`src/source/perf_defs.svh`:
```
`ifndef PERF_DEFS_SVH
`define PERF_DEFS_SVH

// counter and cache geometry
`define PERF_CNT_W 32       // counters wrap at this width
`define PERF_WAYS 4         // cache associativity

// wishbone word addressing
`define PERF_ADR_W 5

// register map
`define PERF_NUM_ACC 8      // request counters at 0..7
`define PERF_NUM_MEM 5      // memory counters follow
`define PERF_ADR_MEM_BASE 8
`define PERF_ADR_CTRL 16    // bit 0 clears every counter

`endif
```
`src/source/perf_pkg.sv`:
```
`include "perf_defs.svh"

package perf_pkg;

  typedef logic [`PERF_CNT_W-1:0]         count_t;
  typedef logic [$clog2(`PERF_WAYS)-1:0]  way_idx_t;
  typedef logic [`PERF_WAYS-1:0]          way_mask_t;
  typedef logic [`PERF_ADR_W-1:0]         wb_adr_t;
  typedef logic [31:0]                    wb_dat_t;

  // operation held in the response stage
  typedef enum logic [1:0] {
    op_ld    = 2'b00,
    op_st    = 2'b01,
    op_amo   = 2'b10,
    op_other = 2'b11  // tag, flush, invalidate, lock
  } cache_op_e;

  typedef enum logic {
    wb_idle = 1'b0,
    wb_ack  = 1'b1
  } wb_state_e;

  typedef struct packed {
    logic      v;     // response valid
    logic      yumi;  // response taken by consumer
    logic      miss;  // miss handler busy
    cache_op_e op;
  } cache_evt_s;

  typedef struct packed {
    logic v;
    logic yumi;
    logic write;  // write, not read
  } dma_evt_s;

  typedef struct packed {
    logic      done;   // fill address sent and dma done
    way_idx_t  way;    // victim way
    way_mask_t valid;
    way_mask_t dirty;
  } fill_evt_s;

  typedef struct packed {
    count_t ld_hit;
    count_t st_hit;
    count_t amo;
    count_t miss_ld;
    count_t miss_st;
    count_t miss_cycles;
    count_t stall_rsp;
    count_t idle;
  } acc_counts_s;

  typedef struct packed {
    count_t dma_rd;
    count_t dma_wr;
    count_t repl_invalid;
    count_t repl_clean;
    count_t repl_dirty;
  } mem_counts_s;

  typedef struct packed {
    logic    cyc;
    logic    stb;
    logic    we;
    wb_adr_t adr;
    wb_dat_t dat;
  } wb_m2s_s;

  typedef struct packed {
    logic    ack;
    wb_dat_t dat;
  } wb_s2m_s;

endpackage

```
`src/source/cache_perf_monitor.sv`:
```
module cache_perf_monitor (
  input  logic                clk_i,
  input  logic                reset_i,
  input  perf_pkg::cache_evt_s cache_evt_i,
  input  perf_pkg::dma_evt_s   dma_evt_i,
  input  perf_pkg::fill_evt_s  fill_evt_i,
  input  perf_pkg::wb_m2s_s    wb_i,
  output perf_pkg::wb_s2m_s    wb_o
);

  import perf_pkg::*;

  acc_counts_s acc_counts;
  mem_counts_s mem_counts;
  logic        clr;         // counter clear from control write

  access_counters u_access_counters (
    .clk_i    (clk_i),
    .reset_i  (reset_i),
    .clr_i    (clr),
    .evt_i    (cache_evt_i),
    .counts_o (acc_counts)
  );

  memory_counters u_memory_counters (
    .clk_i    (clk_i),
    .reset_i  (reset_i),
    .clr_i    (clr),
    .dma_i    (dma_evt_i),
    .fill_i   (fill_evt_i),
    .counts_o (mem_counts)
  );

  perf_wb_regs u_perf_wb_regs (
    .clk_i   (clk_i),
    .reset_i (reset_i),
    .wb_i    (wb_i),
    .acc_i   (acc_counts),
    .mem_i   (mem_counts),
    .wb_o    (wb_o),
    .clr_o   (clr)
  );

endmodule

```
`src/source/perf_wb_regs.sv`:
```
`include "perf_defs.svh"

module perf_wb_regs (
  input  logic                  clk_i,
  input  logic                  reset_i,
  input  perf_pkg::wb_m2s_s     wb_i,
  input  perf_pkg::acc_counts_s acc_i,
  input  perf_pkg::mem_counts_s mem_i,
  output perf_pkg::wb_s2m_s     wb_o,
  output logic                  clr_o
);

  import perf_pkg::*;

  localparam int ACC_IDX_W = $clog2(`PERF_NUM_ACC);
  localparam int MEM_IDX_W = $clog2(`PERF_NUM_MEM);

  // counters as word arrays with index 0 the first struct field
  count_t [0:`PERF_NUM_ACC-1] acc_words;
  count_t [0:`PERF_NUM_MEM-1] mem_words;

  wb_state_e state_q;
  wb_dat_t   rd_dat_q;
  wb_dat_t   rd_mux;
  wb_adr_t   mem_off;   // address relative to memory block
  logic      req;       // new transfer seen in idle
  logic      clr_wr;
  logic      clr_q;

  assign acc_words = acc_i;
  assign mem_words = mem_i;
  assign mem_off   = wb_i.adr - wb_adr_t'(`PERF_ADR_MEM_BASE);

  assign req    = (state_q == wb_idle) && wb_i.cyc && wb_i.stb;
  assign clr_wr = wb_i.we && (wb_i.adr == wb_adr_t'(`PERF_ADR_CTRL)) && wb_i.dat[0];

  // control register and unmapped addresses read as zero
  always_comb begin
    rd_mux = '0;
    if (wb_i.adr < wb_adr_t'(`PERF_NUM_ACC)) begin
      rd_mux = wb_dat_t'(acc_words[wb_i.adr[ACC_IDX_W-1:0]]);
    end else if (mem_off < wb_adr_t'(`PERF_NUM_MEM)) begin
      rd_mux = wb_dat_t'(mem_words[mem_off[MEM_IDX_W-1:0]]);
    end
  end

  // ack state lasts one cycle and idle then ignores the lingering stb
  always_ff @(posedge clk_i) begin
    if (reset_i) begin
      state_q <= wb_idle;
      clr_q   <= 1'b0;
    end else begin
      clr_q <= 1'b0;
      case (state_q)
        wb_idle: begin
          if (req) begin
            state_q <= wb_ack;
            clr_q   <= clr_wr;
          end
        end
        default: begin
          state_q <= wb_idle;
        end
      endcase
    end
  end

  // snapshot taken at the sampling edge
  always_ff @(posedge clk_i) begin
    if (req) begin
      rd_dat_q <= rd_mux;
    end
  end

  assign wb_o.ack = (state_q == wb_ack);
  assign wb_o.dat = rd_dat_q;
  assign clr_o    = clr_q;

endmodule

```
`src/source/memory_counters.sv`:
```
module memory_counters (
  input  logic                  clk_i,
  input  logic                  reset_i,
  input  logic                  clr_i,
  input  perf_pkg::dma_evt_s    dma_i,
  input  perf_pkg::fill_evt_s   fill_i,
  output perf_pkg::mem_counts_s counts_o
);

  import perf_pkg::*;

  logic dma_take;       // request accepted by memory side
  logic dma_rd_inc;
  logic dma_wr_inc;
  logic victim_valid;
  logic victim_dirty;
  logic repl_inv_inc;
  logic repl_cln_inc;
  logic repl_drt_inc;

  assign dma_take   = dma_i.v & dma_i.yumi;
  assign dma_rd_inc = dma_take & ~dma_i.write;
  assign dma_wr_inc = dma_take & dma_i.write;

  // state of the way being replaced before the fill lands
  assign victim_valid = fill_i.valid[fill_i.way];
  assign victim_dirty = fill_i.dirty[fill_i.way];

  // exactly one of these rises per completed fill
  assign repl_inv_inc = fill_i.done & ~victim_valid;
  assign repl_cln_inc = fill_i.done & victim_valid & ~victim_dirty;
  assign repl_drt_inc = fill_i.done & victim_valid & victim_dirty;

  always_ff @(posedge clk_i) begin
    if (reset_i || clr_i) begin
      counts_o <= '0;
    end else begin
      if (dma_rd_inc) begin
        counts_o.dma_rd <= counts_o.dma_rd + 1'b1;
      end
      if (dma_wr_inc) begin
        counts_o.dma_wr <= counts_o.dma_wr + 1'b1;
      end
      if (repl_inv_inc) begin
        counts_o.repl_invalid <= counts_o.repl_invalid + 1'b1;
      end
      if (repl_cln_inc) begin
        counts_o.repl_clean <= counts_o.repl_clean + 1'b1;
      end
      if (repl_drt_inc) begin
        counts_o.repl_dirty <= counts_o.repl_dirty + 1'b1;
      end
    end
  end

endmodule

```
`src/source/access_counters.sv`:
```
module access_counters (
  input  logic                  clk_i,
  input  logic                  reset_i,
  input  logic                  clr_i,     // one-cycle clear from bus slave
  input  perf_pkg::cache_evt_s  evt_i,
  output perf_pkg::acc_counts_s counts_o
);

  import perf_pkg::*;

  logic taken;        // response handed to consumer this cycle
  logic is_ld;
  logic is_st;
  logic ld_hit_inc;
  logic st_hit_inc;
  logic amo_inc;
  logic miss_ld_inc;
  logic miss_st_inc;
  logic miss_cyc_inc;
  logic stall_inc;
  logic idle_inc;

  assign taken = evt_i.v & evt_i.yumi;
  assign is_ld = (evt_i.op == op_ld);
  assign is_st = (evt_i.op == op_st);

  assign ld_hit_inc   = taken & is_ld & ~evt_i.miss;
  assign st_hit_inc   = taken & is_st & ~evt_i.miss;
  assign amo_inc      = taken & (evt_i.op == op_amo);  // hit or miss alike
  assign miss_ld_inc  = taken & is_ld & evt_i.miss;
  assign miss_st_inc  = taken & is_st & evt_i.miss;
  assign miss_cyc_inc = evt_i.miss;                     // handler busy cycles
  assign stall_inc    = evt_i.v & ~evt_i.yumi;          // consumer back-pressure
  assign idle_inc     = ~evt_i.v & ~evt_i.miss;

  // clear has priority over any increment in the same cycle
  always_ff @(posedge clk_i) begin
    if (reset_i || clr_i) begin
      counts_o <= '0;
    end else begin
      if (ld_hit_inc) begin
        counts_o.ld_hit <= counts_o.ld_hit + 1'b1;
      end
      if (st_hit_inc) begin
        counts_o.st_hit <= counts_o.st_hit + 1'b1;
      end
      if (amo_inc) begin
        counts_o.amo <= counts_o.amo + 1'b1;
      end
      if (miss_ld_inc) begin
        counts_o.miss_ld <= counts_o.miss_ld + 1'b1;
      end
      if (miss_st_inc) begin
        counts_o.miss_st <= counts_o.miss_st + 1'b1;
      end
      if (miss_cyc_inc) begin
        counts_o.miss_cycles <= counts_o.miss_cycles + 1'b1;
      end
      if (stall_inc) begin
        counts_o.stall_rsp <= counts_o.stall_rsp + 1'b1;
      end
      if (idle_inc) begin
        counts_o.idle <= counts_o.idle + 1'b1;
      end
    end
  end

endmodule

```
`config.mk`:
```
export PLATFORM = sky130hd
export DESIGN_NAME = cache_perf_monitor
export DESIGN_NICKNAME = d
export VERILOG_FILES = /design/src/source/perf_pkg.sv /design/src/source/cache_perf_monitor.sv /design/src/source/perf_wb_regs.sv /design/src/source/memory_counters.sv /design/src/source/access_counters.sv
export VERILOG_INCLUDE_DIRS = /design/src /design/src/source
export SDC_FILE = /design/constraint.sdc
export NUM_CORES = 1
export LEC_CHECK = 0
export ABC_AREA = 1
export BUFFER_PORTS_ARGS = -buffer_cell sky130_fd_sc_hd__buf_4
export CAP_MARGIN = 20
export CORE_ASPECT_RATIO = 0.9
export CORE_MARGIN = 1
export CORE_UTILIZATION = 50
export DETAILED_ROUTE_END_ITERATION = 10
export MAX_ROUTING_LAYER = met4
export PLACE_DENSITY = 0.66
export SYNTH_ARGS = -nofsm -noshare
export SYNTH_HDL_FRONTEND = slang
export SYNTH_SLANG_ARGS = --single-unit
```
`constraint.sdc`:
```
create_clock -name clk_i -period 4.44 [get_ports clk_i]
set_input_delay 0.444 -clock clk_i [delete_from_list [all_inputs] [get_ports clk_i]]
set_output_delay 0.444 -clock clk_i [all_outputs]
set_load 0.03 [all_outputs]
```
==> results of run 1 <==
-- state kept, by name (all words and copies together), names as in the netlist --
signal / flops
u_access_counters.counts_o: 256
u_memory_counters.counts_o: 160
u_perf_wb_regs.clr_o: 1
u_perf_wb_regs.rd_dat_q: 32
u_perf_wb_regs.state_q: 1
-- per-stage QoR --
stage	setup WS [ns]	power (W)	cell area [um2]
2_1_floorplan	1.198	0.004633	27000
3_5_place_dp	1.643	0.004888	27940
5_1_grt	1.939	0.009354	29590
4_1_cts	2.131	0.009125	29590
6_report	2.118	0.009074	29590
3_3_place_gp	1.673	0.004882	27940
-- worst reg2reg max path, cell delays in order (launching register included) --
cell and delay [ns]:
dfxtp_1 0.32, nor2_4 0.22, buf_4 0.48, buf_4 0.77
o21ai_0 0.28, a21oi_1 0.17
-- power groups by stage --
stage,clock [W],sequential [W],combinational (W)
detailed placement,0,0.00423,0.000658
floorplan,0,0.00425,0.000387
global route,0.00449,0.00414,0.000721
CTS,0.00433,0.00414,0.000660
finish,0.00426,0.00414,0.000672
global placement,0,0.00423,0.000653
-- logic make-up after synthesis --
logic type	synth area share [%]
flip-flops	34.55
AO/OA/AOI/OAI	14.78
buffers and inverters	9.935
AND/OR/NAND/NOR	39.09
adder cells (fa/ha/maj)	0.6024
XOR/XNOR	1.038
-- synth_stat cells --
library cell  count  area share [%]
nand2_1        1003              14
nor2_1          862              12
inv_1           548             7.6
dfxtp_1         418              31
nand3_1         364             6.7
a21oi_1         360             6.7
o21ai_0         334             6.2
nor3_1          117             2.2
clkbuf_1         98             1.4
nand4_1          92             2.1
o211ai_1         42             1.2
edfxtp_1         32             3.6
buf_1            24            0.33
xor2_1           21            0.68
buf_2            20            0.37
nor2_2           19            0.44
ha_1             13            0.60
nor3b_1          12            0.33
nand3b_1         11            0.31
xnor2_1          11            0.36
o21a_1            9            0.25
a31oi_1           8            0.19
o21bai_1          8            0.22
inv_2             6           0.083
nand2_2           6            0.14
buf_4             5            0.14
nor2_4            5            0.21
and3_1            4           0.093
and2_1            3           0.070
nand3_2           3            0.11
nand3_4           3            0.19
nor3_2            3            0.11
or2_2             3           0.070
clkinv_1          2           0.028
o221ai_1          2           0.065
a211oi_1          1           0.028
nor2b_1           1           0.023
nor4_1            1           0.023
-- metal layers --
metal	vias to the layer above	GRT usage (%)	part of all wire, %
met1	12692	45.93	46
met2	1023	46.63	42
met5	-	-	0
li1	14441	-	-
met4	0	14.50	4.7
met3	157	3.358	7.7
-- path summary, 6_finish.rpt --
path                                                 from                                           end  slack [ns]
min reg2reg  u_access_counters.counts_o[135]$_SDFFE_PP0P_  u_access_counters.counts_o[135]$_SDFFE_PP0P_        0.47
max reg2reg               u_perf_wb_regs.clr_o$_SDFF_PP0_   u_access_counters.counts_o[72]$_SDFFE_PP0P_        2.12
max                       u_perf_wb_regs.clr_o$_SDFF_PP0_   u_access_counters.counts_o[72]$_SDFFE_PP0P_        2.12
min                                               reset_i             u_perf_wb_regs.state_q$_SDFF_PP0_        0.03
-- layout make-up --
cell class	instances	area, um2	area share, %
flip-flops and latches	450	9329	31.52
repair buffers	80	638.1	2.156
clock buffers	74	1473	4.976
well taps	697	872.1	2.947
clock inverters	19	173.9	0.5877
multi-input cells	3321	15010	50.72
diodes	1	2.502	0.008456
inverters	556	2095	7.078
==> summary.txt, run 1 <==
Clock tree
  • CTS tree: done
  • Clock Root Buffer: clkbuf_16
  • Clk buf depth: 3
  • Clock latency on the worst-skew pair: a little over 0.6 ns
  • CTS Buf Count: 50
  • Clock slew at reported path FFs: approximately 0.060 ns
  • CTS resizes: 0
  • Clk sinks: 450
  • Post-CTS Setup Inserts: 0
  • Hold Buf Count CTS: 0
  • H-tree depth: 2

Critical path
  • CP Capture Type: flop
  • Slowest-stage cell, CP: buf_4
  • CP Buf/Inv Count: 2
  • CP top delay family: buffers and inverters
  • Critical setup path kind: reg2reg
  • Crit-path cells: nor2_4 > buf_4 > buf_4 > o21ai_0 > a21oi_1
  • Slowest Stage Delay on Critical Path: 0.77 ns
  • Worst EP required: between 4 and 5 ns
  • Worst reg2reg path depth: 5
  • Worst Path Arrival: between 2 and 3 ns
  • Startpoint types: flop
  • Critical-path maximum fanout: 84
  • Crit. path cell count: 5
  • Most Frequent Cell on Critical Path: buf_4

Finish
  • Nets: approximately 4.5k
  • Layout cell share with drive strength beyond 1: about 4.8%
  • Final Util: a little under three fifths
  • Layout Cells excl Fill: just over 5k
  • Commonest non-fill, non-tap cell in the layout: nand2_1
  • Area growth from synthesis to layout: 9.596%
  • Fillers: between 5k and 6k
  • Most frequent cells in the layout: 1,003 x nand2_1, 860 x nor2_1, 546 x inv_1, 418 x dfxtp_1, 364 x nand3_1

Detailed routing
  • Routed len/inst: around 17 um
  • Routed Antenna Nets: 0
  • Vias/cell: 5.447
  • Total iterations of the first detailed-routing run: 9
  • # DRC: 4
  • Via count: 28.31k
  • Initial DRC Count: a little under 3k
  • DRT Wirelength: around 88,000 um

STA
  • Total Neg Setup Slack: 0 ns
  • Min Tclk post-route: approximately 2.3 ns
  • Worst slew margin: between 20 and 30%
  • Max Clock Skew: ~0.028 ns
  • Fin crit share: between 50% and 60%
  • Worst-Margin Slew: roughly 1.0 ns
  • Fin. Hold Viols: 0
  • Fin. max-slew vios: 0
  • Unrepaired setup endpoints after global routing: no
  • Setup-failing EPs final: 0
  • Fmax: around 430 MHz
  • Hold Worst Slack: about 0.034 ns

Global routing
  • Tot GR Track Use: 32.56%
  • Pin count of the biggest net entering global routing: around 190
  • Initial antenna violation count: 0
  • First-pass GRT wire length: between 100,000 and 150,000 um
  • Vias in the first global route: 24.50k
  • Grt ovf: 0

Floorplanning
  • Initial core utilization: roughly half
  • IO Pins: between 90 and 100
  • CORE AREA: approximately 53,000 um2
  • Die width: between 200 and 250 um
  • Die height: approximately 220 um
  • Die ar.: about 55,000 um2
  • # rows: 80

Status
  • Outcome: finished with violations
  • Failing checks: design-rule violations

Yosys
  • Mapped Cells: 4,474
  • Cell variety after synth: 38
  • Syn_nets: 4,548
  • Sequential share of the synthesized area: 34.55%
  • Synthesis Warnings: 0
  • Synthesized area per cell: between 6 and 7 um2
  • Post-Syn Area: 27,000 um2
  • Synth Register Bits: between 400 and 500

Power and ir drop
  • Lkg Pwr: around 11 nW
  • Flop pwr share: around 46%
  • Internal power: 0.006752 W
  • Combinational power share: ~7.4%
  • Net switching power: between 0.002 and 0.0025 W
  • Pwr dens: 306.6 nW/um2
  • Sw Share: 25.58%
  • Clock power share: roughly 47%
  • Worst vdd ir: ~270 uV

Worst hold path
  • Hold Crit Class: in2reg
  • Worst Hold Depth: 2

Placement
  • RD Place Congestion: 0.9943
  • Port bufs: 62
  • Cells after DPL: between 5k and 6k
  • DP HPWL: 64,970 um

Job
  • Max-cap violations: 0
(Power assumes the default switching activity.)
==> run 2, diff against run 1 <==
Clock period 4.44 ns to 2.2 ns, I/O delays scaled along.
==> run 2 against run 1 <==
  * The flow still finishes with violations (design-rule violations)
  * Final area grew 2.2%
  * Clock skew down 0.0014 ns
  * Clock power grew 110%
  * Sequential share of layout area shrank 0.68 points
  * Via count increased by 1.2%
  * Sequential cell count is the same
  * Critical endpoint is now u_memory_counters.counts_o[24]$_SDFFE_PP0P_
==> summary.txt, run 2 (synthesis gave the netlist of run 1 again) <==
Clock tree
  • Clock latency on the worst-skew pair: 0.62 ns (about the same)
  • Clock slew at reported path FFs: 0.06 ns (about the same)
  • CTS Buf Count: 50 (unchanged)
  • CTS resizes: 0 (unchanged)
  • CTS tree: done
  • Clk buf depth: 3 (unchanged)
  • H-tree depth: 2 (unchanged)
  • Clock Root Buffer: clkbuf_16
  • Clk sinks: 450 (unchanged)

Critical path
  • Critical-path maximum fanout: 4 (-95%)
  • Worst Path Arrival: 2.34 ns (-0.49 ns)
  • CP Capture Type: flop
  • Critical setup path kind: reg2reg
  • Startpoint types: flop
  • Crit-path cells: ha_1 > nand3_1 > inv_1 > nand2_1 > nor2_1 > nand2_1 > nor2_1 > nand3_1 > nand2_1 > nor2_1
  • Worst EP required: 2.70 ns (-2.25 ns)
  • Slowest Stage Delay on Critical Path: 0.37 ns (-0.40 ns)
  • Slowest-stage cell, CP: dfxtp_1

Detailed routing
  • # DRC: 4 (unchanged)
  • Initial DRC Count: 2,831 (-2.0%)
  • Total iterations of the first detailed-routing run: 9 (unchanged)
  • Routed Antenna Nets: 0 (unchanged)
  • DRT Wirelength: 89,750 um (+1.9%)
  • Vias/cell: 5.460 (+0.25%)
  • Via count: 28.66k (+1.2%)
  • Routed len/inst: 17.10 um (+0.93%)

Worst hold path
  • Hold Crit Class: in2reg

Finish
  • Max reg flops: 256 (unchanged)
  • Largest Register: u_access_counters.counts_o
  • Area of the multi-input gates: 15,020 um2 (about the same)
  • Layout cell share with drive strength beyond 1: 5.690% (+0.93 points)
  • Commonest non-fill, non-tap cell in the layout: nand2_1
  • Sequential cell area: 9329 um2 (unchanged)
  • Area growth from synthesis to layout: 12.02%
  • Nets: 4,587 (+1.2%)
  • Fillers: 5,350 (-1.9%)
  • Top Registers: u_access_counters.counts_o x256, u_memory_counters.counts_o x160, u_perf_wb_regs.rd_dat_q x32
  • Most frequent cells in the layout: 1,003 x nand2_1, 860 x nor2_1, 546 x inv_1, 418 x dfxtp_1, 364 x nand3_1
  • Ant. Diodes: 0 (-1)

STA
  • Fin. Hold Viols: 0 (unchanged)
  • Total Neg Setup Slack: 0 ns (unchanged)
  • Hold Worst Slack: 0.03625 ns (+0.002144 ns)
  • Fin. max-slew vios: 0 (unchanged)
  • Unrepaired setup endpoints after global routing: no
  • Fmax: 544.1 MHz (+26%)
  • Worst-Margin Slew: 0.8570 ns (-0.1917 ns)
  • Max Clock Skew: 0.02638 ns (-0.001377 ns)
  • Min Tclk post-route: 1.838 ns (-0.4839 ns)
  • Setup-failing EPs final: 0 (unchanged)
  • Worst slew margin: 42.87% (+13 points)
  • Fin crit share: 83.54% (+31 points)

Placement
  • DP HPWL: 67,570 um (+4.0%)
  • Port bufs: 62 (unchanged)
  • RD Place Congestion: 1.011 (+1.7%)

Floorplanning
  • Initial core utilization: 50.80% (unchanged)
  • IO Pins: 94 (unchanged)
  • # rows: 80 (unchanged)
  • CORE AREA: 53,150 um2 (unchanged)
  • Die width: 247.0 um (unchanged)
  • Die ar.: 54,940 um2 (unchanged)
  • Die height: 222.5 um (unchanged)

Global routing
  • Grt ovf: 0 (unchanged)
  • Pin count of the biggest net entering global routing: 82 (-56%)
  • Tot GR Track Use: 33.46% (+0.90 points)
  • First-pass GRT wire length: 140,500 um (+3.0%)
  • Initial antenna violation count: 0 (unchanged)
  • Vias in the first global route: 25.50k (+4.1%)

Status
  • Failing checks: design-rule violations
  • Outcome: finished with violations

Power and ir drop
  • Pwr Total: 0.01882 W (+110%)
  • Worst vdd ir: 606.6 uV (+120%)
  • Lkg Pwr: 11.52 nW (+3.1%)
  • Pwr dens: 622.2 nW/um2 (+100%)

Job
  • Max-cap violations: 0 (unchanged)
## run 2: cell types whose count changed in the layout (fill, tap and decap cells not counted), sizes merged
cell | previous run | this run
inv | 557 | 556
diode | 1 | 0
bufinv | 3 | 7
clkbuf | 74 | 70
buf | 80 | 128
dlygate4sd3 | 0 | 6
clkinv | 14 | 13
## run 2: cell type report
cell class                 instances  share of cell area [%]
clock inverter                    21                  0.9183
sequential                       450                   30.84
tap                              697                   2.883
multi-input combinational       3321                   49.64
inverter                         556                   6.924
clock buffer                      70                   4.794
timing repair buffer             134                   3.996
## run 2: what timing repair did
action                                  CTS  global route
setup buffers                             0             0
hold buffers                              6             0
endpoints found under the hold margin     5             0
endpoints found under the setup margin    0             0
## run 2: worst paths after layout
path,from,end,slack [ns],cells after the start
max,u_memory_counters.counts_o[1]$_SDFFE_PP0P_,u_memory_counters.counts_o[24]$_SDFFE_PP0P_,0.36,10
min,dma_evt_i[2],u_memory_counters.counts_o[97]$_SDFFE_PP0P_,0.04,3
max reg2reg,u_memory_counters.counts_o[1]$_SDFFE_PP0P_,u_memory_counters.counts_o[24]$_SDFFE_PP0P_,0.36,10
min reg2reg,u_access_counters.counts_o[6]$_SDFFE_PP0P_,u_access_counters.counts_o[6]$_SDFFE_PP0P_,0.48,2
## run 2: per-layer routing
metal / wire, um / global-route usage [%] / share of wire, %
met5: 0 / - / 0
met4: 4377 / 15.71 / 4.9
met3: 6241 / 3.805 / 7.0
met2: 38670 / 49.34 / 43
met1: 40460 / 45.47 / 45
## run 2: worst max-delay path, delay by kind of cell (launching register included)
| family | cells | cell delay, ns |
|---|---|---|
| flops | 1 | 0.37 |
| buf+inv | 1 | 0.11 |
| fa+ha+maj | 1 | 0.21 |
| simple gates | 8 | 1.05 |
## run 2: power by group
| group | switching, W | internal [W] |
|---|---|---|
| Sequential | 0.0000595 | 0.00831 |
| Combinational | 0.00102 | 0.000422 |
| Clock | 0.00362 | 0.00539 |
## run 2: per-stage QoR
step                      cell area (um2)  std cells  utilization (%)  setup slack [ns]
after floorplan                     27010       4474                -            0.1273
after CTS                           30250       5249            56.91            0.3656
final                               30250       5249            56.91            0.3621
after global placement              28460       5152            53.55            0.2788
after detailed placement            28460       5152            53.55            0.2990
after global routing                30250       5249            56.91            0.1141
